==> src/common/pov_consts.svh <==
`ifndef POV_CONSTS_SVH
`define POV_CONSTS_SVH

// angle steps in one revolution of the rotor
`define POV_ROT_RES 32

// bits to hold an angle index, log2 of the above
`define POV_ANGLE_W 5

// pixels in one half of a radial column
`define POV_ROWS 16

// stable cycles before the sensor level is trusted
`define POV_DB_CYCLES 4

// revolution period counter, saturates when the rotor stalls
`define POV_PERIOD_W 16

// POV_ROT_RES must stay a power of two
// the step length comes from a shift by POV_ANGLE_W, not a divide
// POV_ROWS also sets the shift length of one column: 2 cycles per pixel
// keep POV_DB_CYCLES well below the sensor pulse width

`endif

==> src/common/pov_pkg.sv <==
`include "pov_consts.svh"

package pov_pkg;

    // pattern select, driven from the board switches
    typedef enum logic [1:0] {
        MODE_OFF     = 2'd0, // panel dark
        MODE_SECTORS = 2'd1, // four coloured quarters
        MODE_SPIRAL  = 2'd2, // one white pixel walking outwards
        MODE_RSVD    = 2'd3  // unused, renders dark
    } pov_mode_e;

    // panel driver FSM
    typedef enum logic [2:0] {
        HUB_IDLE,     // waiting for a column
        HUB_SHIFT_LO, // data placed, led_clk low
        HUB_SHIFT_HI, // led_clk high, panel samples
        HUB_BLANK,    // oe high before latching
        HUB_LATCH     // latch pulse, row address updated
    } hub_state_e;

    // current rotor angle
    typedef struct packed {
        logic [`POV_ANGLE_W-1:0] angle;
        logic                    valid; // a period has been measured
        logic                    tick;  // angle just changed
    } theta_t;

    // one radial column, both halves
    // index 0 goes out first, rgb bit 2 is red, bit 0 is blue
    typedef struct packed {
        logic [`POV_ANGLE_W-1:0]     angle;
        logic [`POV_ROWS-1:0][2:0]   top; // upper half, rgb0 pins
        logic [`POV_ROWS-1:0][2:0]   bot; // lower half, rgb1 pins
    } column_t;

endpackage

==> src/source/debouncer.sv <==
`timescale 1ns/1ns
`include "pov_consts.svh"

// ir slot sensor chatters as the edge of the slot passes
// output only follows after a run of identical samples
module debouncer (
    input  logic sysclk,
    input  logic rst_n,
    input  logic dirty, // raw sensor level
    output logic clean  // filtered level
);

    localparam int cnt_w = $clog2(`POV_DB_CYCLES + 1);
    localparam logic [cnt_w-1:0] cnt_last = cnt_w'(`POV_DB_CYCLES - 1);

    logic [cnt_w-1:0] run_cnt; // cycles the input has disagreed with clean
    logic             differs;

    assign differs = dirty ^ clean;

    always_ff @(posedge sysclk) begin
        if (!rst_n) begin
            run_cnt <= '0;
            clean   <= 1'b0; // sensor idle after reset
        end else if (differs) begin
            if (run_cnt == cnt_last) begin
                // run complete, follow the input
                clean   <= dirty;
                run_cnt <= '0;
            end else begin
                run_cnt <= run_cnt + 1'b1;
            end
        end else begin
            run_cnt <= '0; // any agreeing sample restarts the run
        end
    end

endmodule

==> src/source/detect_to_theta.sv <==
`timescale 1ns/1ns
`include "pov_consts.svh"

// one trip per revolution from the ir sensor
// measures the period and walks the angle through the turn
module detect_to_theta
    import pov_pkg::*;
(
    input  logic   sysclk,
    input  logic   rst_n,
    input  logic   ir_clean, // debounced sensor
    output theta_t theta
);

    localparam logic [`POV_ANGLE_W-1:0] last_angle = `POV_ANGLE_W'(`POV_ROT_RES - 1);

    logic                     ir_prev;   // for edge detect
    logic                     trip;      // rising edge of ir_clean
    logic                     seen_trip; // first trip done, period not yet valid
    logic [`POV_PERIOD_W-1:0] cyc_cnt;   // cycles since the last trip
    logic [`POV_PERIOD_W-1:0] period;    // last full revolution
    logic [`POV_PERIOD_W-1:0] step_len;  // cycles per angle step
    logic [`POV_PERIOD_W-1:0] step_cnt;
    logic [`POV_PERIOD_W-1:0] step_next;

    assign trip      = ir_clean & ~ir_prev;
    assign step_len  = period >> `POV_ANGLE_W; // period / POV_ROT_RES
    assign step_next = step_cnt + 1'b1;

    // period measurement
    always_ff @(posedge sysclk) begin
        if (!rst_n) begin
            ir_prev   <= 1'b0;
            cyc_cnt   <= '0;
            seen_trip <= 1'b0;
        end else begin
            ir_prev <= ir_clean;
            if (trip) begin
                cyc_cnt   <= `POV_PERIOD_W'(1); // trip cycle itself counts
                seen_trip <= 1'b1;
            end else if (cyc_cnt != '1) begin
                cyc_cnt <= cyc_cnt + 1'b1; // saturate on a stalled rotor
            end
        end
    end

    always_ff @(posedge sysclk) begin
        if (trip)
            period <= cyc_cnt;
    end

    // angle stepping
    always_ff @(posedge sysclk) begin
        if (!rst_n) begin
            theta    <= '0;
            step_cnt <= '0;
        end else begin
            theta.tick <= 1'b0;
            if (trip) begin
                // restart the turn at angle 0
                theta.angle <= '0;
                theta.tick  <= 1'b1;
                theta.valid <= seen_trip; // second trip gives a real period
                step_cnt    <= '0;
            end else if (theta.valid && theta.angle != last_angle) begin
                if (step_next >= step_len) begin // also covers step_len of 0
                    theta.angle <= theta.angle + 1'b1;
                    theta.tick  <= 1'b1;
                    step_cnt    <= '0;
                end else begin
                    step_cnt <= step_next;
                end
            end
            // hold at the last angle until the next trip
        end
    end

    // before a period is known only a trip may produce a tick
    assert property (@(posedge sysclk) disable iff (!rst_n)
        (theta.tick && !theta.valid) |-> $past(trip));

endmodule

==> src/frame_manager/frame_manager.sv <==
`timescale 1ns/1ns
`include "pov_consts.svh"

// builds the column for each new angle from the selected pattern
// newest column wins, a pending one is overwritten on the next tick
module frame_manager
    import pov_pkg::*;
(
    input  logic      sysclk,
    input  logic      rst_n,
    input  pov_mode_e mode,
    input  theta_t    theta,
    output column_t   col,
    output logic      col_valid,
    input  logic      col_ready
);

    localparam int row_w = $clog2(`POV_ROWS);

    column_t          render;     // column for the current angle
    logic [2:0]       sector_rgb; // colour of the current quarter
    logic [row_w-1:0] spiral_row; // angle mod POV_ROWS
    logic             load;       // new angle worth drawing

    assign load       = theta.tick & theta.valid;
    assign spiral_row = theta.angle[row_w-1:0];

    // quarter colour from the top two angle bits
    always_comb begin
        case (theta.angle[`POV_ANGLE_W-1 -: 2])
            2'd0:    sector_rgb = 3'b100; // red
            2'd1:    sector_rgb = 3'b010; // green
            2'd2:    sector_rgb = 3'b001; // blue
            default: sector_rgb = 3'b111; // white
        endcase
    end

    always_comb begin
        render       = '0;
        render.angle = theta.angle;
        for (int r = 0; r < `POV_ROWS; r++) begin
            case (mode)
                MODE_SECTORS: begin
                    render.top[r] = sector_rgb; // whole column one colour
                    render.bot[r] = sector_rgb;
                end
                MODE_SPIRAL: begin
                    // top walks outwards, bottom walks back in
                    if (r == spiral_row)
                        render.top[r] = 3'b111;
                    if (`POV_ROWS - 1 - r == spiral_row)
                        render.bot[r] = 3'b111;
                end
                default: begin
                    render.top[r] = 3'b000; // off and reserved stay dark
                    render.bot[r] = 3'b000;
                end
            endcase
        end
    end

    always_ff @(posedge sysclk) begin
        if (load)
            col <= render;
    end

    always_ff @(posedge sysclk) begin
        if (!rst_n)
            col_valid <= 1'b0;
        else if (load)
            col_valid <= 1'b1; // also replaces an unaccepted column
        else if (col_ready)
            col_valid <= 1'b0; // taken by the panel driver
    end

    // a waiting column only changes when a newer angle replaces it
    assert property (@(posedge sysclk) disable iff (!rst_n)
        (col_valid && !col_ready && !load) |=> $stable(col));

endmodule

==> src/hub75/hub75_output.sv <==
`timescale 1ns/1ns
`include "pov_consts.svh"

// shifts one column into the panel, then blanks, latches and shows it
// 2 cycles per pixel, then blank, then latch
module hub75_output
    import pov_pkg::*;
(
    input  logic                    sysclk,
    input  logic                    rst_n,
    input  column_t                 col,
    input  logic                    col_valid,
    output logic                    col_ready,
    output logic [`POV_ANGLE_W-1:0] hub75_addr,
    output logic [2:0]              rgb0,       // upper half data
    output logic [2:0]              rgb1,       // lower half data
    output logic                    latch,
    output logic                    oe,         // high blanks the panel
    output logic                    led_clk
);

    localparam int row_w = $clog2(`POV_ROWS);
    localparam logic [row_w-1:0] last_pix = row_w'(`POV_ROWS - 1);

    hub_state_e       state;
    column_t          col_q;    // column being shifted
    logic [row_w-1:0] pix;      // pixel on the pins
    logic [row_w-1:0] pix_next;
    logic             accept;
    logic             advance;  // move to the next pixel

    assign col_ready = (state == HUB_IDLE);
    assign accept    = col_valid & col_ready;
    assign pix_next  = pix + 1'b1;
    assign advance   = (state == HUB_SHIFT_HI) && (pix != last_pix);

    // control FSM
    always_ff @(posedge sysclk) begin
        if (!rst_n) begin
            state      <= HUB_IDLE;
            pix        <= '0;
            led_clk    <= 1'b0;
            latch      <= 1'b0;
            oe         <= 1'b1; // dark until the first column is latched
            hub75_addr <= '0;
        end else begin
            case (state)
                HUB_IDLE: begin
                    if (accept) begin
                        state <= HUB_SHIFT_LO;
                        pix   <= '0;
                    end
                end
                HUB_SHIFT_LO: begin
                    state   <= HUB_SHIFT_HI;
                    led_clk <= 1'b1; // panel samples on this edge
                end
                HUB_SHIFT_HI: begin
                    led_clk <= 1'b0;
                    if (pix == last_pix) begin
                        state <= HUB_BLANK;
                        oe    <= 1'b1;
                    end else begin
                        state <= HUB_SHIFT_LO;
                        pix   <= pix_next;
                    end
                end
                HUB_BLANK: begin
                    state      <= HUB_LATCH;
                    latch      <= 1'b1;
                    hub75_addr <= col_q.angle; // address follows the latched column
                end
                HUB_LATCH: begin
                    state <= HUB_IDLE;
                    latch <= 1'b0;
                    oe    <= 1'b0; // show the new column
                end
                default: state <= HUB_IDLE;
            endcase
        end
    end

    // data path
    always_ff @(posedge sysclk) begin
        if (accept) begin
            col_q <= col;
            rgb0  <= col.top[0]; // first pixel ready for the first low phase
            rgb1  <= col.bot[0];
        end else if (advance) begin
            rgb0 <= col_q.top[pix_next];
            rgb1 <= col_q.bot[pix_next];
        end
    end

    // panel must already be blank the cycle before a latch and during it
    assert property (@(posedge sysclk) disable iff (!rst_n)
        latch |-> (oe && $past(oe)));

endmodule

==> src/source/pov_display_top.sv <==
`timescale 1ns/1ns
`include "pov_consts.svh"

// spinning hub75 panel
// sensor -> debounce -> angle -> column render -> panel shifter
module pov_display_top
    import pov_pkg::*;
(
    input  logic                    sysclk,
    input  logic                    rst_n,
    input  logic                    ir_tripped, // slot sensor, one pulse per turn
    input  pov_mode_e               mode,       // pattern select
    output logic                    led0,       // sensor state for alignment
    output logic [`POV_ANGLE_W-1:0] hub75_addr,
    output logic [2:0]              rgb0,
    output logic [2:0]              rgb1,
    output logic                    latch,
    output logic                    oe,
    output logic                    led_clk
);

    logic    ir_clean;
    theta_t  theta;
    column_t col;
    logic    col_valid;
    logic    col_ready;

    assign led0 = ir_clean; // lights while the slot is in front of the sensor

    debouncer ir_db (
        .sysclk (sysclk),
        .rst_n  (rst_n),
        .dirty  (ir_tripped),
        .clean  (ir_clean)
    );

    detect_to_theta dt (
        .sysclk   (sysclk),
        .rst_n    (rst_n),
        .ir_clean (ir_clean),
        .theta    (theta)
    );

    frame_manager fm (
        .sysclk    (sysclk),
        .rst_n     (rst_n),
        .mode      (mode),
        .theta     (theta),
        .col       (col),
        .col_valid (col_valid),
        .col_ready (col_ready)
    );

    hub75_output hub75 (
        .sysclk     (sysclk),
        .rst_n      (rst_n),
        .col        (col),
        .col_valid  (col_valid),
        .col_ready  (col_ready),
        .hub75_addr (hub75_addr),
        .rgb0       (rgb0),
        .rgb1       (rgb1),
        .latch      (latch),
        .oe         (oe),
        .led_clk    (led_clk)
    );

endmodule

==> config.mk <==
export PLATFORM = sky130hd
export DESIGN_NAME = pov_display_top
export DESIGN_NICKNAME = d
export VERILOG_FILES = /design/src/common/pov_pkg.sv /design/src/source/debouncer.sv /design/src/source/detect_to_theta.sv /design/src/frame_manager/frame_manager.sv /design/src/hub75/hub75_output.sv /design/src/source/pov_display_top.sv
export VERILOG_INCLUDE_DIRS = /design/src /design/src/common
export SDC_FILE = /design/constraint.sdc
export NUM_CORES = 1
export LEC_CHECK = 0
export BUFFER_PORTS_ARGS = -buffer_cell sky130_fd_sc_hd__clkbuf_2
export CORE_ASPECT_RATIO = 0.6
export CORE_MARGIN = 4
export CORE_UTILIZATION = 47
export DETAILED_ROUTE_END_ITERATION = 8
export PLACE_DENSITY = 0.65
export SETUP_SLACK_MARGIN = 0.3
export SYNTH_ARGS = -nofsm -noshare
export SYNTH_HDL_FRONTEND = slang
export SYNTH_SLANG_ARGS = --single-unit
==> constraint.sdc <==
create_clock -name sysclk -period 5.25 [get_ports sysclk]
set_input_delay 0.2625 -clock sysclk [delete_from_list [all_inputs] [get_ports sysclk]]
set_output_delay 0.2625 -clock sysclk [all_outputs]
set_load 0.02 [all_outputs]
Yosys cells after proc, flatten, opt, wreduce, memory -nomap -nowiden
Cells that the tools add are included.
- output and inout bits: 15
- logic and storage cells: 176
- input bits: 5
- bits in registers: 189
- $add $sub $neg: 5
- reductions and logical operators: 18
- muxes and demuxes: 59
- bitwise logic cells: 7
- equality and inequality tests: 31
- $lt $le $gt $ge: 2
- operators with widths (cell ; number):
    3-bit one-hot mux with 2 select lines ; 16
    3-bit 2-to-1 mux ; 23
    16-bit by 1-bit adder with 16-bit output, second input constant ; 2
    4-bit equality test, first input constant ; 8
    3-bit binary-select mux with 4-bit select ; 2
    3-bit by 4-bit equality test with 1-bit output, first input constant ; 4
    16-bit by 11-bit greater-or-equal comparator with 1-bit output ; 1
    16-bit 2-to-1 mux ; 1
    16-bit != test, second input constant ; 1
    2-bit nonzero test ; 7
    3-bit one-hot mux with 4 select lines ; 1
    3-bit by 2-bit equality test with 1-bit output, second input constant ; 3
    3-bit one-hot mux with 3 select lines ; 1
    2-bit by 4-bit equality test with 1-bit output, first input constant ; 2
    1-bit 2-to-1 mux ; 8
    4-bit 2-to-1 mux ; 2
    4-bit one-hot mux with 2 select lines ; 1
    2-bit != test, second input constant ; 3
    1-bit one-hot mux with 2 select lines ; 3
    2-bit AND reduction ; 3
    5-bit by 1-bit adder with 5-bit output, second input constant ; 1
    4-bit by 5-bit < comparator with 1-bit output, second input constant ; 1
    5-bit != test, second input constant ; 1
    4-bit by 1-bit adder with 4-bit output, second input constant ; 1
    19 further kinds ; 26

Logic depth before layout (Yosys ltp)
Gate-level depths: netlist of the first run.
- word-level depth: 5
- gate-level depth with buffers: 13
- gate-level depth less buffers: 12

By module
Synthesis of the first run repeated with hierarchy kept, for this count alone.
- cell total of the unflattened synthesis: 797
- area total of the unflattened synthesis: 10072.2 um^2
- by module, submodules not included (module ; instances ; cells an instance ; area an instance (um^2) ; seq. area each (um^2)):
    hub75_output ; 1 ; 319 ; 4752.1 ; 3513.4
    detect_to_theta ; 1 ; 277 ; 2595.0 ; 1151.1
    frame_manager ; 1 ; 188 ; 2561.2 ; 1611.5
    debouncer ; 1 ; 13 ; 163.9 ; 80.1

Worst setup path after synthesis of the first run
No wires, ideal clock.
- kind: flip-flop to flip-flop
- start point: register hub75.state[0]
- end point: register hub75.rgb0[0] (enable)
- period minus slack after synthesis: 5.028 ns
- cell stages (with the launch flop): 5
- required time: 4.915 ns
- buffers on the path: 1
- path slack: 0.222 ns
- data arrival time: 4.693 ns
- setup time: 0.335 ns
- path through: dfxtp_1 > clkbuf_1 > nor4b_2 > a21oi_1 > inv_1
- cells in the longest elaborated chain, start to end: 3
- elaborated cells on any way between the ends: 5
- those cells by class: eq/ne: 1; bitwise: 1; reduce/logical: 3
- RTL lines (item ; line ; source):
    from (decl) ; hub75_output.sv:25 ; hub_state_e state;
    from (signal assigned) ; hub75_output.sv:40 ; state <= HUB_IDLE;
    from (signal assigned) ; hub75_output.sv:50 ; state <= HUB_SHIFT_LO;
    from (signal assigned) ; hub75_output.sv:55 ; state <= HUB_SHIFT_HI;
    3-bit logical NOT ; hub75_output.sv:32 ; assign col_ready = (state == HUB_IDLE);
    1-bit AND ; hub75_output.sv:33 ; assign accept = col_valid & col_ready;
    via hub75.accept ; hub75_output.sv:29 ; logic accept;
    2-bit nonzero test (no source line) ; -- ;
    to (signal assigned) ; hub75_output.sv:87 ; rgb0 <= col.top[0];
    to (signal assigned) ; hub75_output.sv:90 ; rgb0 <= col_q.top[pix_next];
    to (decl) ; hub75_output.sv:15 ; output logic [2:0] rgb0,
The timed path passes the listed nets, and every way through them passes these cells.
A chain may end at the register's enable or synchronous reset.

Worst setup path after layout of the first run
- start point: register dt.step_cnt[2]
- end point: register dt.step_cnt[8]
- cells in the longest elaborated chain, start to end: 3
- RTL lines (item ; line ; source):
    from (decl) ; detect_to_theta.sv:23 ; logic [`POV_PERIOD_W-1:0] step_cnt;
    from (signal assigned) ; detect_to_theta.sv:71 ; step_cnt <= step_next;
    16-bit by 1-bit adder with 16-bit output * ; detect_to_theta.sv:28 ; assign step_next = step_cnt + 1'b1;
    16-bit by 11-bit greater-or-equal comparator with 1-bit output ; detect_to_theta.sv:66 ; if (step_next >= step_len) begin
    16-bit 2-to-1 mux * ; detect_to_theta.sv:66 ;
Every way passes the cells marked *; elsewhere a longest branch is shown, timed or not.

==> reports/metrics.cfg, run 1 <==
[synth]
synth-simple-area-share_pct=11.8
muxShareOfSynthArea_pct=10.1
syn_area_um2=8160
synth_top_family_by_area=simple AND/OR/NAND/NOR gates
ys_ff_latch=184
synth-edff-count=123
yosysTopAreaCellShare_pct=45.3
synthFlopType=edfxtp_1
synth_xor_xnor_area_share_pct=2.68
synth_cell_types=52
synth_compound_area_share_pct=8.04
synthMostInstantiatedCell=edfxtp_1
syn_avg_cell_area_um2=12.9
async_reset_ff_share_pct=0
synth_nets=662
synth_area_leader_cell=edfxtp_1
synthAdderAreaFrac_pct=3.99
synth_commonest_cells=edfxtp_1, a21oi_1, dfxtp_1
netlist_instances=631
synthTopCellsByArea=edfxtp_1, dfxtp_1, mux4_2, ha_1, a21oi_1
yosys_warnings=0
ys_seq_area_share_pct=60.3

[power_and_ir_drop]
combPwrFrac_pct=1.6
leakagePower_nw=3.15
p_per_area_nw_per_um2=317
total_power_mw=2.86
power_frac_seq_pct=53.6
internal_power_mw=2.23
peakVddDrop_uv=209
netSwitchingFraction_pct=22.2
p_switching_mw=0.636
clkPwrFrac_pct=44.8

[floorplanning]
dieHeight_um=110
rows=36
design.core.area_um2=16600
dieArea_um2=19600
start_util_pct=49.1
die_w_um=178
ios=20

[timing]
report.final.slew_viol_count=0
worst_pin_slew_ns=1.21
fin_ws_ns=1.95
rsz0062_at_grt=no
fin_crit_sh_pct=62.9
maxSlewHeadroom_pct=18.6
fmax_ghz=0.303
skew_ns=0.0101
setup_viol=0
period_needed_ns=3.30
hold_violations=0
holdWs_ns=0.126
finalSetupTns_ns=0

[cells_and_area]
nNetsFinal=669
diodes=0
area_growth_pct=10.6
drive_gt1_share_pct=15.8

[detailed_routing]
vias=5063
wirelength_um=16400
drc=0
routed_via_density=5.76
firstDrtPassIters=5
wire_per_inst_um=18.6
drtIter0Drc=628
drtAntennaViolNets=0

[critical_path]
cp.required_ns=5.61
critPathKind=reg2reg
start_kind=register
critPathArrivalTime_ns=3.66
end_kind=register
path_max_fanout=14
r2r_slack_ns=1.95

[run_status]
status=finished clean

[global_route]
grt_pass1_wl_um=26300
grt_pass1_vias=4776
grt_start_max_net_pins=61
grt_usage_pct=17.7
use_met1_pct=27.9
antenna_found_initial=0
globalRouteMet3Util_pct=4.16
overflow=0
met2_usage_pct=24.0
top_usage_layer=met1

[cts]
cts_buffer_depth=2
cts_tree=yes
clock_tree.root_cell=clkbuf_16
cts_made_buffers=17
clkSinkCount=184
postCtsHoldBufs=0
ctsResizeCount=0
clock_latency_ns=0.43
htreeDepth=4
cts_setup_buffers=0
cts.clk_slew.worst_paths_ns=0.07

[place]
hpwlAfterDp_um=11300
pre_cts_ws_ns=2.03
place.gp.congestion=0.815
io_buffers=19

[hold_path]
worstHoldPathType=in2reg

[job]
drv_cap=0

[flip-flops by register name, indices dropped and copies added (netlist names)]
| register | flops |
|---|---|
| ir_db.run_cnt | 3 |
| fm.col | 53 |
| ir_db.clean | 1 |
| dt.cyc_cnt | 16 |
| fm.col_valid | 1 |
| hub75.led_clk | 1 |
| hub75.oe | 1 |
| hub75.col_q | 53 |
| dt.step_cnt | 16 |
| hub75.latch | 1 |
| dt.ir_prev | 1 |
| dt.theta | 7 |
| hub75.rgb0 | 3 |
| hub75.hub75_addr | 5 |
| hub75.pix | 4 |
| dt.seen_trip | 1 |
| dt.period | 11 |
| hub75.state | 3 |
| hub75.rgb1 | 3 |
[layer usage]
metal / wire length, um / up-vias / part of all wire (%)
met4: 160 / 0 / 0.98
li1: - / 2374 / -
met5: 0 / - / 0
met2: 6750 / 163 / 41
met3: 1230 / 12 / 7.5
met1: 8220 / 2514 / 50
[cells by family after synthesis]
group | Yosys count
AO/OA/AOI/OAI | 112
adder cells (fa/ha/maj) | 26
multiplexers | 44
XOR/XNOR | 25
AND/OR/NAND/NOR | 180
flip-flops | 184
buffers and inverters | 60
[critical path, cell delays in order (launching register included)]
cell and delay, ns:
dfxtp_1 0.47, nand3_2 0.24, nor3_1 0.41, xor2_1 0.20
ha_1 0.26, a211oi_1 0.24, o21ai_0 0.12, a21oi_1 0.14
o22ai_1 0.35, or4b_1 0.64, a21oi_1 0.16
[path summary, 6_finish.rpt]
kind | start | endpoint | cells after the start
setup / recovery | dt.step_cnt[2] | dt.step_cnt[8] | 10
hold / removal | ir_tripped | ir_db.clean | 3
setup reg to reg | dt.step_cnt[2] | dt.step_cnt[8] | 10
hold reg to reg | fm.col[62] | hub75.col_q[62] | 0
[power groups by stage]
| stage | logic (mW) | registers (mW) | clock network, mW |
|---|---|---|---|
| final | 0.0449 | 1.53 | 1.28 |
| after global placement | 0.0429 | 1.57 | 0 |
| after floorplan | 0.0315 | 1.57 | 0 |
| after CTS | 0.0449 | 1.53 | 1.31 |
| after detailed placement | 0.0445 | 1.57 | 0 |
| after global routing | 0.0499 | 1.53 | 1.37 |
[cell usage in the layout, fill, tap and decap left out, drive strengths merged, types with 9 or more instances in the layout]
| master | instances |
|---|---|
| a21boi | 10 |
| a21oi | 61 |
| and3 | 9 |
| clkbuf | 36 |
| dfxtp | 61 |
| edfxtp | 123 |
| ha | 26 |
| inv | 33 |
| mux4 | 30 |
| nand2 | 47 |
| nand3 | 28 |
| nand4 | 12 |
| nor2 | 25 |
| nor3 | 13 |
| o21ai | 19 |
| xnor2 | 14 |
| xor2 | 11 |
[per-stage QoR]
stage | cells | util (%) | cell area (um2)
CTS | 879 | 54.3 | 9020
global route | 879 | 54.3 | 9020
detailed placement | 847 | 50.7 | 8420
global placement | 847 | 50.7 | 8420
floorplan | 631 | - | 8170
finish | 879 | 54.3 | 9020
[area by class of cell]
cell class / count / area (um2)
Sequential cell: 184 / 4910
Clock buffer: 17 / 425
Fill cell: 1357 / 7600
Multi-Input combinational cell: 387 / 3000
Clock inverter: 15 / 175
Tap cell: 228 / 285
Inverter: 23 / 86.3
Timing Repair Buffer: 25 / 140
No activity file was read; power rests on OpenSTA's default activity.
==> inputs of run 2 (changes only) <==
--- a/config.mk
+++ b/config.mk
@@ -11,7 +11,6 @@
 export CORE_MARGIN = 4
 export CORE_UTILIZATION = 47
 export DETAILED_ROUTE_END_ITERATION = 8
-export PLACE_DENSITY = 0.65
 export SETUP_SLACK_MARGIN = 0.3
 export SYNTH_ARGS = -nofsm -noshare
 export SYNTH_HDL_FRONTEND = slang
==> constraint.sdc (replaced) <==
create_clock -name sysclk -period 3.35 [get_ports sysclk]
set_input_delay 0.1675 -clock sysclk [delete_from_list [all_inputs] [get_ports sysclk]]
set_output_delay 0.1675 -clock sysclk [all_outputs]
set_load 0.02 [all_outputs]
==> reports/metrics.cfg, run 2 (synthesized netlist as in run 1, its figures left out) <==
[run_status]
status=finished clean

[power_and_ir_drop]
leakagePower_nw=3.17
clkPwrFrac_pct=43.6
peakVddDrop_uv=368
total_power_mw=4.39
internal_power_mw=3.51
p_switching_mw=0.878
p_per_area_nw_per_um2=480
power_frac_seq_pct=54.8
combPwrFrac_pct=1.6
netSwitchingFraction_pct=20.0

[critical_path]
reg2reg_to=dt.step_cnt[7]
r2r_start=dt.step_cnt[6]
critPathKind=reg2reg
r2r_slack_ns=0.50
rr_worst_depth=11
path_max_fanout=7
end_kind=register
crit_slowest_cell=dfxtp_1
cp.required_ns=3.71
cp_cell_sequence=nand4_4 > nor3_4 > xor2_1 > ha_1 > a211oi_1 > o21ai_1 > a21oi_2 > o22ai_4 > buf_4 > or3_1 > a21oi_1
slowest_delay_ns=0.46
critPathArrivalTime_ns=3.21
start_kind=register

[place]
io_buffers=19
hpwlAfterDp_um=11100
place_area_um2=8480
place.gp.congestion=0.818

[cells_and_area]
area_growth_pct=12.0
diodes=0
mostFrequentLayoutCell=edfxtp_1
reg.largest.list=fm.col (53), hub75.col_q (53)
fin_area_um2=9130
fillers=1333
drive_gt1_share_pct=18.3
nNetsFinal=680
layout_common_cells=edfxtp_1, a21oi_1, dfxtp_1, nand2_1, mux4_2

[detailed_routing]
drc=0
vias=4996
firstDrtPassIters=5
routed_via_density=5.61
wire_per_inst_um=18.5
drtAntennaViolNets=0
drtIter0Drc=470
wirelength_um=16500

[hold_path]
worstHoldPathType=in2reg
hold_path.startpoint=ir_tripped
hold_path_depth=3
min_to=ir_db.clean

[cts]
clkSinkCount=184
cts_made_buffers=17
cts.clk_slew.worst_paths_ns=0.07
postCtsHoldBufs=0
clock_latency_ns=0.43
clock_tree.root_cell=clkbuf_16
htreeDepth=4
cts_tree=yes
cts_buffer_depth=2

[floorplanning]
rows=36
die_w_um=178
dieHeight_um=110
ios=20
start_util_pct=49.1
design.core.area_um2=16600
dieArea_um2=19600

[timing]
maxSlewHeadroom_pct=27.6
period_needed_ns=2.85
hold_violations=0
holdWs_ns=0.0400
worst_pin_slew_ns=1.08
skew_ns=0.00962
rsz0062_at_grt=no
finalSetupTns_ns=0
fmax_ghz=0.351
fin_crit_sh_pct=85.0
setup_viol=0
report.final.slew_viol_count=0

[global_route]
grt_usage_pct=17.7
grt_pass1_vias=4755
antenna_found_initial=1
overflow=0
grt_pass1_wl_um=26100
grt_start_max_net_pins=55

[job]
drv_cap=0

[run 2: cell count changes in the layout (fill, tap and decap cells not counted), moves of 2 or more]
cell,before,now
clkinv_2,0,3
clkinv_1,0,3
inv_8,3,0
dfxtp_2,0,4
clkinv_8,2,0
clkinv_4,2,4
o21ai_0,15,13
dfxtp_1,61,57
inv_6,7,0
buf_4,6,16
[run 2: power groups by stage]
stage | combinational [mW] | sequential [mW] | clock [mW]
floorplan | 0.0493 | 2.45 | 0
global placement | 0.0666 | 2.45 | 0
detailed placement | 0.0688 | 2.46 | 0
CTS | 0.0690 | 2.41 | 1.95
global route | 0.0781 | 2.40 | 2.06
finish | 0.0697 | 2.41 | 1.91
[run 2: per-layer routing]
metal	vias to the layer above	share of wire [%]	global-route usage, %
met5	-	0.097	0
met3	21	5.4	4.26
met2	137	42	24.7
li1	2399	-	-
met1	2437	52	27.5
met4	2	1.2	5.07
[run 2: repair_timing]
| item | 4_1_cts | 5_1_grt |
|---|---|---|
| endpoints found under the setup margin | 16 | 17 |
| pin swaps | 0 | 1 |
| resized for setup | 2 | 14 |
| setup buffers | 0 | 3 |
| gates cloned | 0 | 1 |
[run 2: worst max-delay path: cells and delay by family (launching register included)]
family | cells | cell delay [ns]
buf+inv | 1 | 0.18
simple gates | 3 | 0.81
compound gates | 5 | 0.90
xor+xnor | 1 | 0.17
fa+ha+maj | 1 | 0.26
flops | 1 | 0.46
[run 2: area by class of cell]
| type | count | area (um2) | share of cell area, % |
|---|---|---|---|
| multi-input cells | 388 | 3060 | 33.5 |
| clock buffers | 18 | 429 | 4.70 |
| clock inverters | 14 | 134 | 1.47 |
| flip-flops and latches | 184 | 4920 | 53.9 |
| inverters | 23 | 86.3 | 0.945 |
| well taps | 228 | 285 | 3.12 |
| repair buffers | 35 | 215 | 2.36 |
[run 2: worst max-delay path by stage]
stage,start,slack (ns),to,cells after the start
detailed placement,dt.step_cnt[0],0.11,dt.theta[5],11
floorplan,hub75.state[2],-0.03,hub75.rgb0[0],4
CTS,dt.step_cnt[0],0.31,dt.step_cnt[8],11
global route,dt.step_cnt[0],0.31,dt.step_cnt[10],12
finish,dt.step_cnt[6],0.50,dt.step_cnt[7],11
global placement,dt.step_cnt[0],0.18,dt.theta[5],11
[run 2: per-stage QoR]
step           utilization (%)  worst slack, ns  instances
2_1_floorplan                -          -0.0326        631
3_3_place_gp              51.0            0.179        854
3_5_place_dp              51.0            0.109        854
4_1_cts                   54.5            0.307        886
5_1_grt                   55.0            0.308        890
6_report                  55.0            0.502        890
==> inputs of run 3 (changes only) <==
--- a/config.mk
+++ b/config.mk
@@ -15,3 +15,4 @@
 export SYNTH_ARGS = -nofsm -noshare
 export SYNTH_HDL_FRONTEND = slang
 export SYNTH_SLANG_ARGS = --single-unit
+export TNS_END_PERCENT = 30
==> constraint.sdc (replaced) <==
create_clock -name sysclk -period 2.8 [get_ports sysclk]
set_input_delay 0.14 -clock sysclk [delete_from_list [all_inputs] [get_ports sysclk]]
set_output_delay 0.14 -clock sysclk [all_outputs]
set_load 0.02 [all_outputs]
==> reports/metrics.cfg, run 3 (synthesized netlist as in run 1, its figures left out) <==
[power_and_ir_drop]
clkPwrFrac_pct=44.3
total_power_mw=5.32
internal_power_mw=4.21
peakVddDrop_uv=393
power_frac_seq_pct=54.1
combPwrFrac_pct=1.6
p_switching_mw=1.10
leakagePower_nw=3.45
netSwitchingFraction_pct=20.8
p_per_area_nw_per_um2=549

[floorplanning]
ios=20
dieHeight_um=110
design.core.area_um2=16600
start_util_pct=49.1
rows=36
dieArea_um2=19600
die_w_um=178

[cts]
cts_tree=yes
htreeDepth=4
postCtsHoldBufs=0
cts_made_buffers=17
clkSinkCount=184
cts.clk_slew.worst_paths_ns=0.07
clock_latency_ns=0.43
cts_buffer_depth=2
clock_tree.root_cell=clkbuf_16

[detailed_routing]
drtAntennaViolNets=0
wire_per_inst_um=18.8
routed_via_density=5.63
firstDrtPassIters=5
wirelength_um=17600
drc=0
vias=5270
drtIter0Drc=445

[place]
place_area_um2=8670
dp.cells=873
hpwlAfterDp_um=11500
pre_cts_ws_ns=-0.0461
io_buffers=19
place.gp.congestion=0.888

[cells_and_area]
nNetsFinal=726
multi_input_area_um2=3180
fillers=1292
reg.largest.list=fm.col (53), hub75.col_q (53)
drive_gt1_share_pct=26.8
final_cells=936
layout_common_cells=edfxtp_1, a21oi_1, buf_4, dfxtp_1, nand2_1
area_growth_pct=18.7
mostFrequentLayoutCell=edfxtp_1
seqCellArea_um2=4930
fin_area_um2=9680
finish.utilization_pct=58.2
diodes=0

[global_route]
grt_pass1_wl_um=26900
grt_usage_pct=18.3
overflow=0
grt_pass1_vias=5026
antenna_found_initial=1
grt_start_max_net_pins=49

[critical_path]
cp.required_ns=3.16
end_kind=register
cp_common_cell=buf_4
critPathArrivalTime_ns=3.08
crit_buf_inv=11
slowest_delay_ns=0.42
cpLargestDelayFamily=buffers and inverters
crit_slowest_cell=or4b_1
path_max_fanout=4
cp_cell_sequence=ha_4 > and2_4 > nand2_4 > nor2_4 > xor2_2 > buf_4 > buf_4 > buf_4 > buf_4 > buf_4 > buf_4 > buf_4 > buf_4 > buf_4 > buf_4 > buf_4 > or4b_1 > a21oi_1
start_kind=register
critPathKind=reg2reg

[run_status]
status=finished clean

[timing]
rsz0062_at_grt=yes
fmax_ghz=0.368
maxSlewHeadroom_pct=47.5
hold_violations=0
fin_ws_ns=0.0854
worst_pin_slew_ns=0.785
report.final.slew_viol_count=0
setup_viol=0
fin_crit_sh_pct=96.9
skew_ns=0.00880
period_needed_ns=2.71

[hold_path]
worstHoldPathType=in2reg

[job]
drv_cap=0

[run 3: cell types whose count changed in the layout (fill, tap and decap cells not counted), sizes merged]
cell,delta
o21ai,+1
buf,+46
o22ai,-1
clkinvlp,+2
clkinv,-4
inv,+2
[run 3: power by group through the flow]
stage	Combinational, mW	Clock [mW]	Sequential [mW]
floorplan	0.0590	0	2.94
global placement	0.0778	0	2.94
detailed placement	0.0811	0	2.94
CTS	0.0816	2.41	2.87
global route	0.0918	2.52	2.87
finish	0.0834	2.36	2.88
[run 3: routing by layer]
| metal | GRT usage [%] | vias to the layer above | wire, um |
|---|---|---|---|
| met3 | 5.66 | 23 | 1140 |
| met1 | 27.1 | 2612 | 8700 |
| li1 | - | 2482 | - |
| met5 | 0 | - | 13 |
| met2 | 25.9 | 151 | 7470 |
| met4 | 5.52 | 2 | 256 |
[run 3: metrics by stage]
step / setup TNS, ns / hold WS (ns)
after floorplan: -11.97 / 0.293
after global placement: 0 / 0.403
after detailed placement: -0.121 / 0.405
after CTS: 0 / 0.000543
after global routing: 0 / 0.0435
final: 0 / 0.0100
[run 3: cell type report]
cell class	instances	area share [%]
clock buffers	18	4.43
inverters	23	0.892
flip-flops and latches	184	50.9
clock inverters	14	1.56
repair buffers	81	6.42
multi-input cells	388	32.8
well taps	228	2.95
[run 3: worst paths after layout]
path                           to  slack (ns)  cells after the start      startpoint
hold / removal        ir_db.clean        0.01                      3      ir_tripped
setup / recovery   dt.step_cnt[8]        0.09                     18  dt.step_cnt[0]
setup reg to reg   dt.step_cnt[8]        0.09                     18  dt.step_cnt[0]
hold reg to reg   hub75.col_q[26]        0.42                      0      fm.col[71]
[run 3: repair_timing]
item / CTS / global route
endpoints found under the setup margin: 17 / 17
resized for setup: 20 / 30
cloned: 0 / 1
pin swaps: 17 / 15
buffers inserted: 27 / 3
[run 3: worst min-delay path: cells and delay by family]
kind / cells / cell delay (ns)
buffers and inverters: 1 / 0.10
multiplexers: 1 / 0.07
AND/OR/NAND/NOR: 1 / 0.10
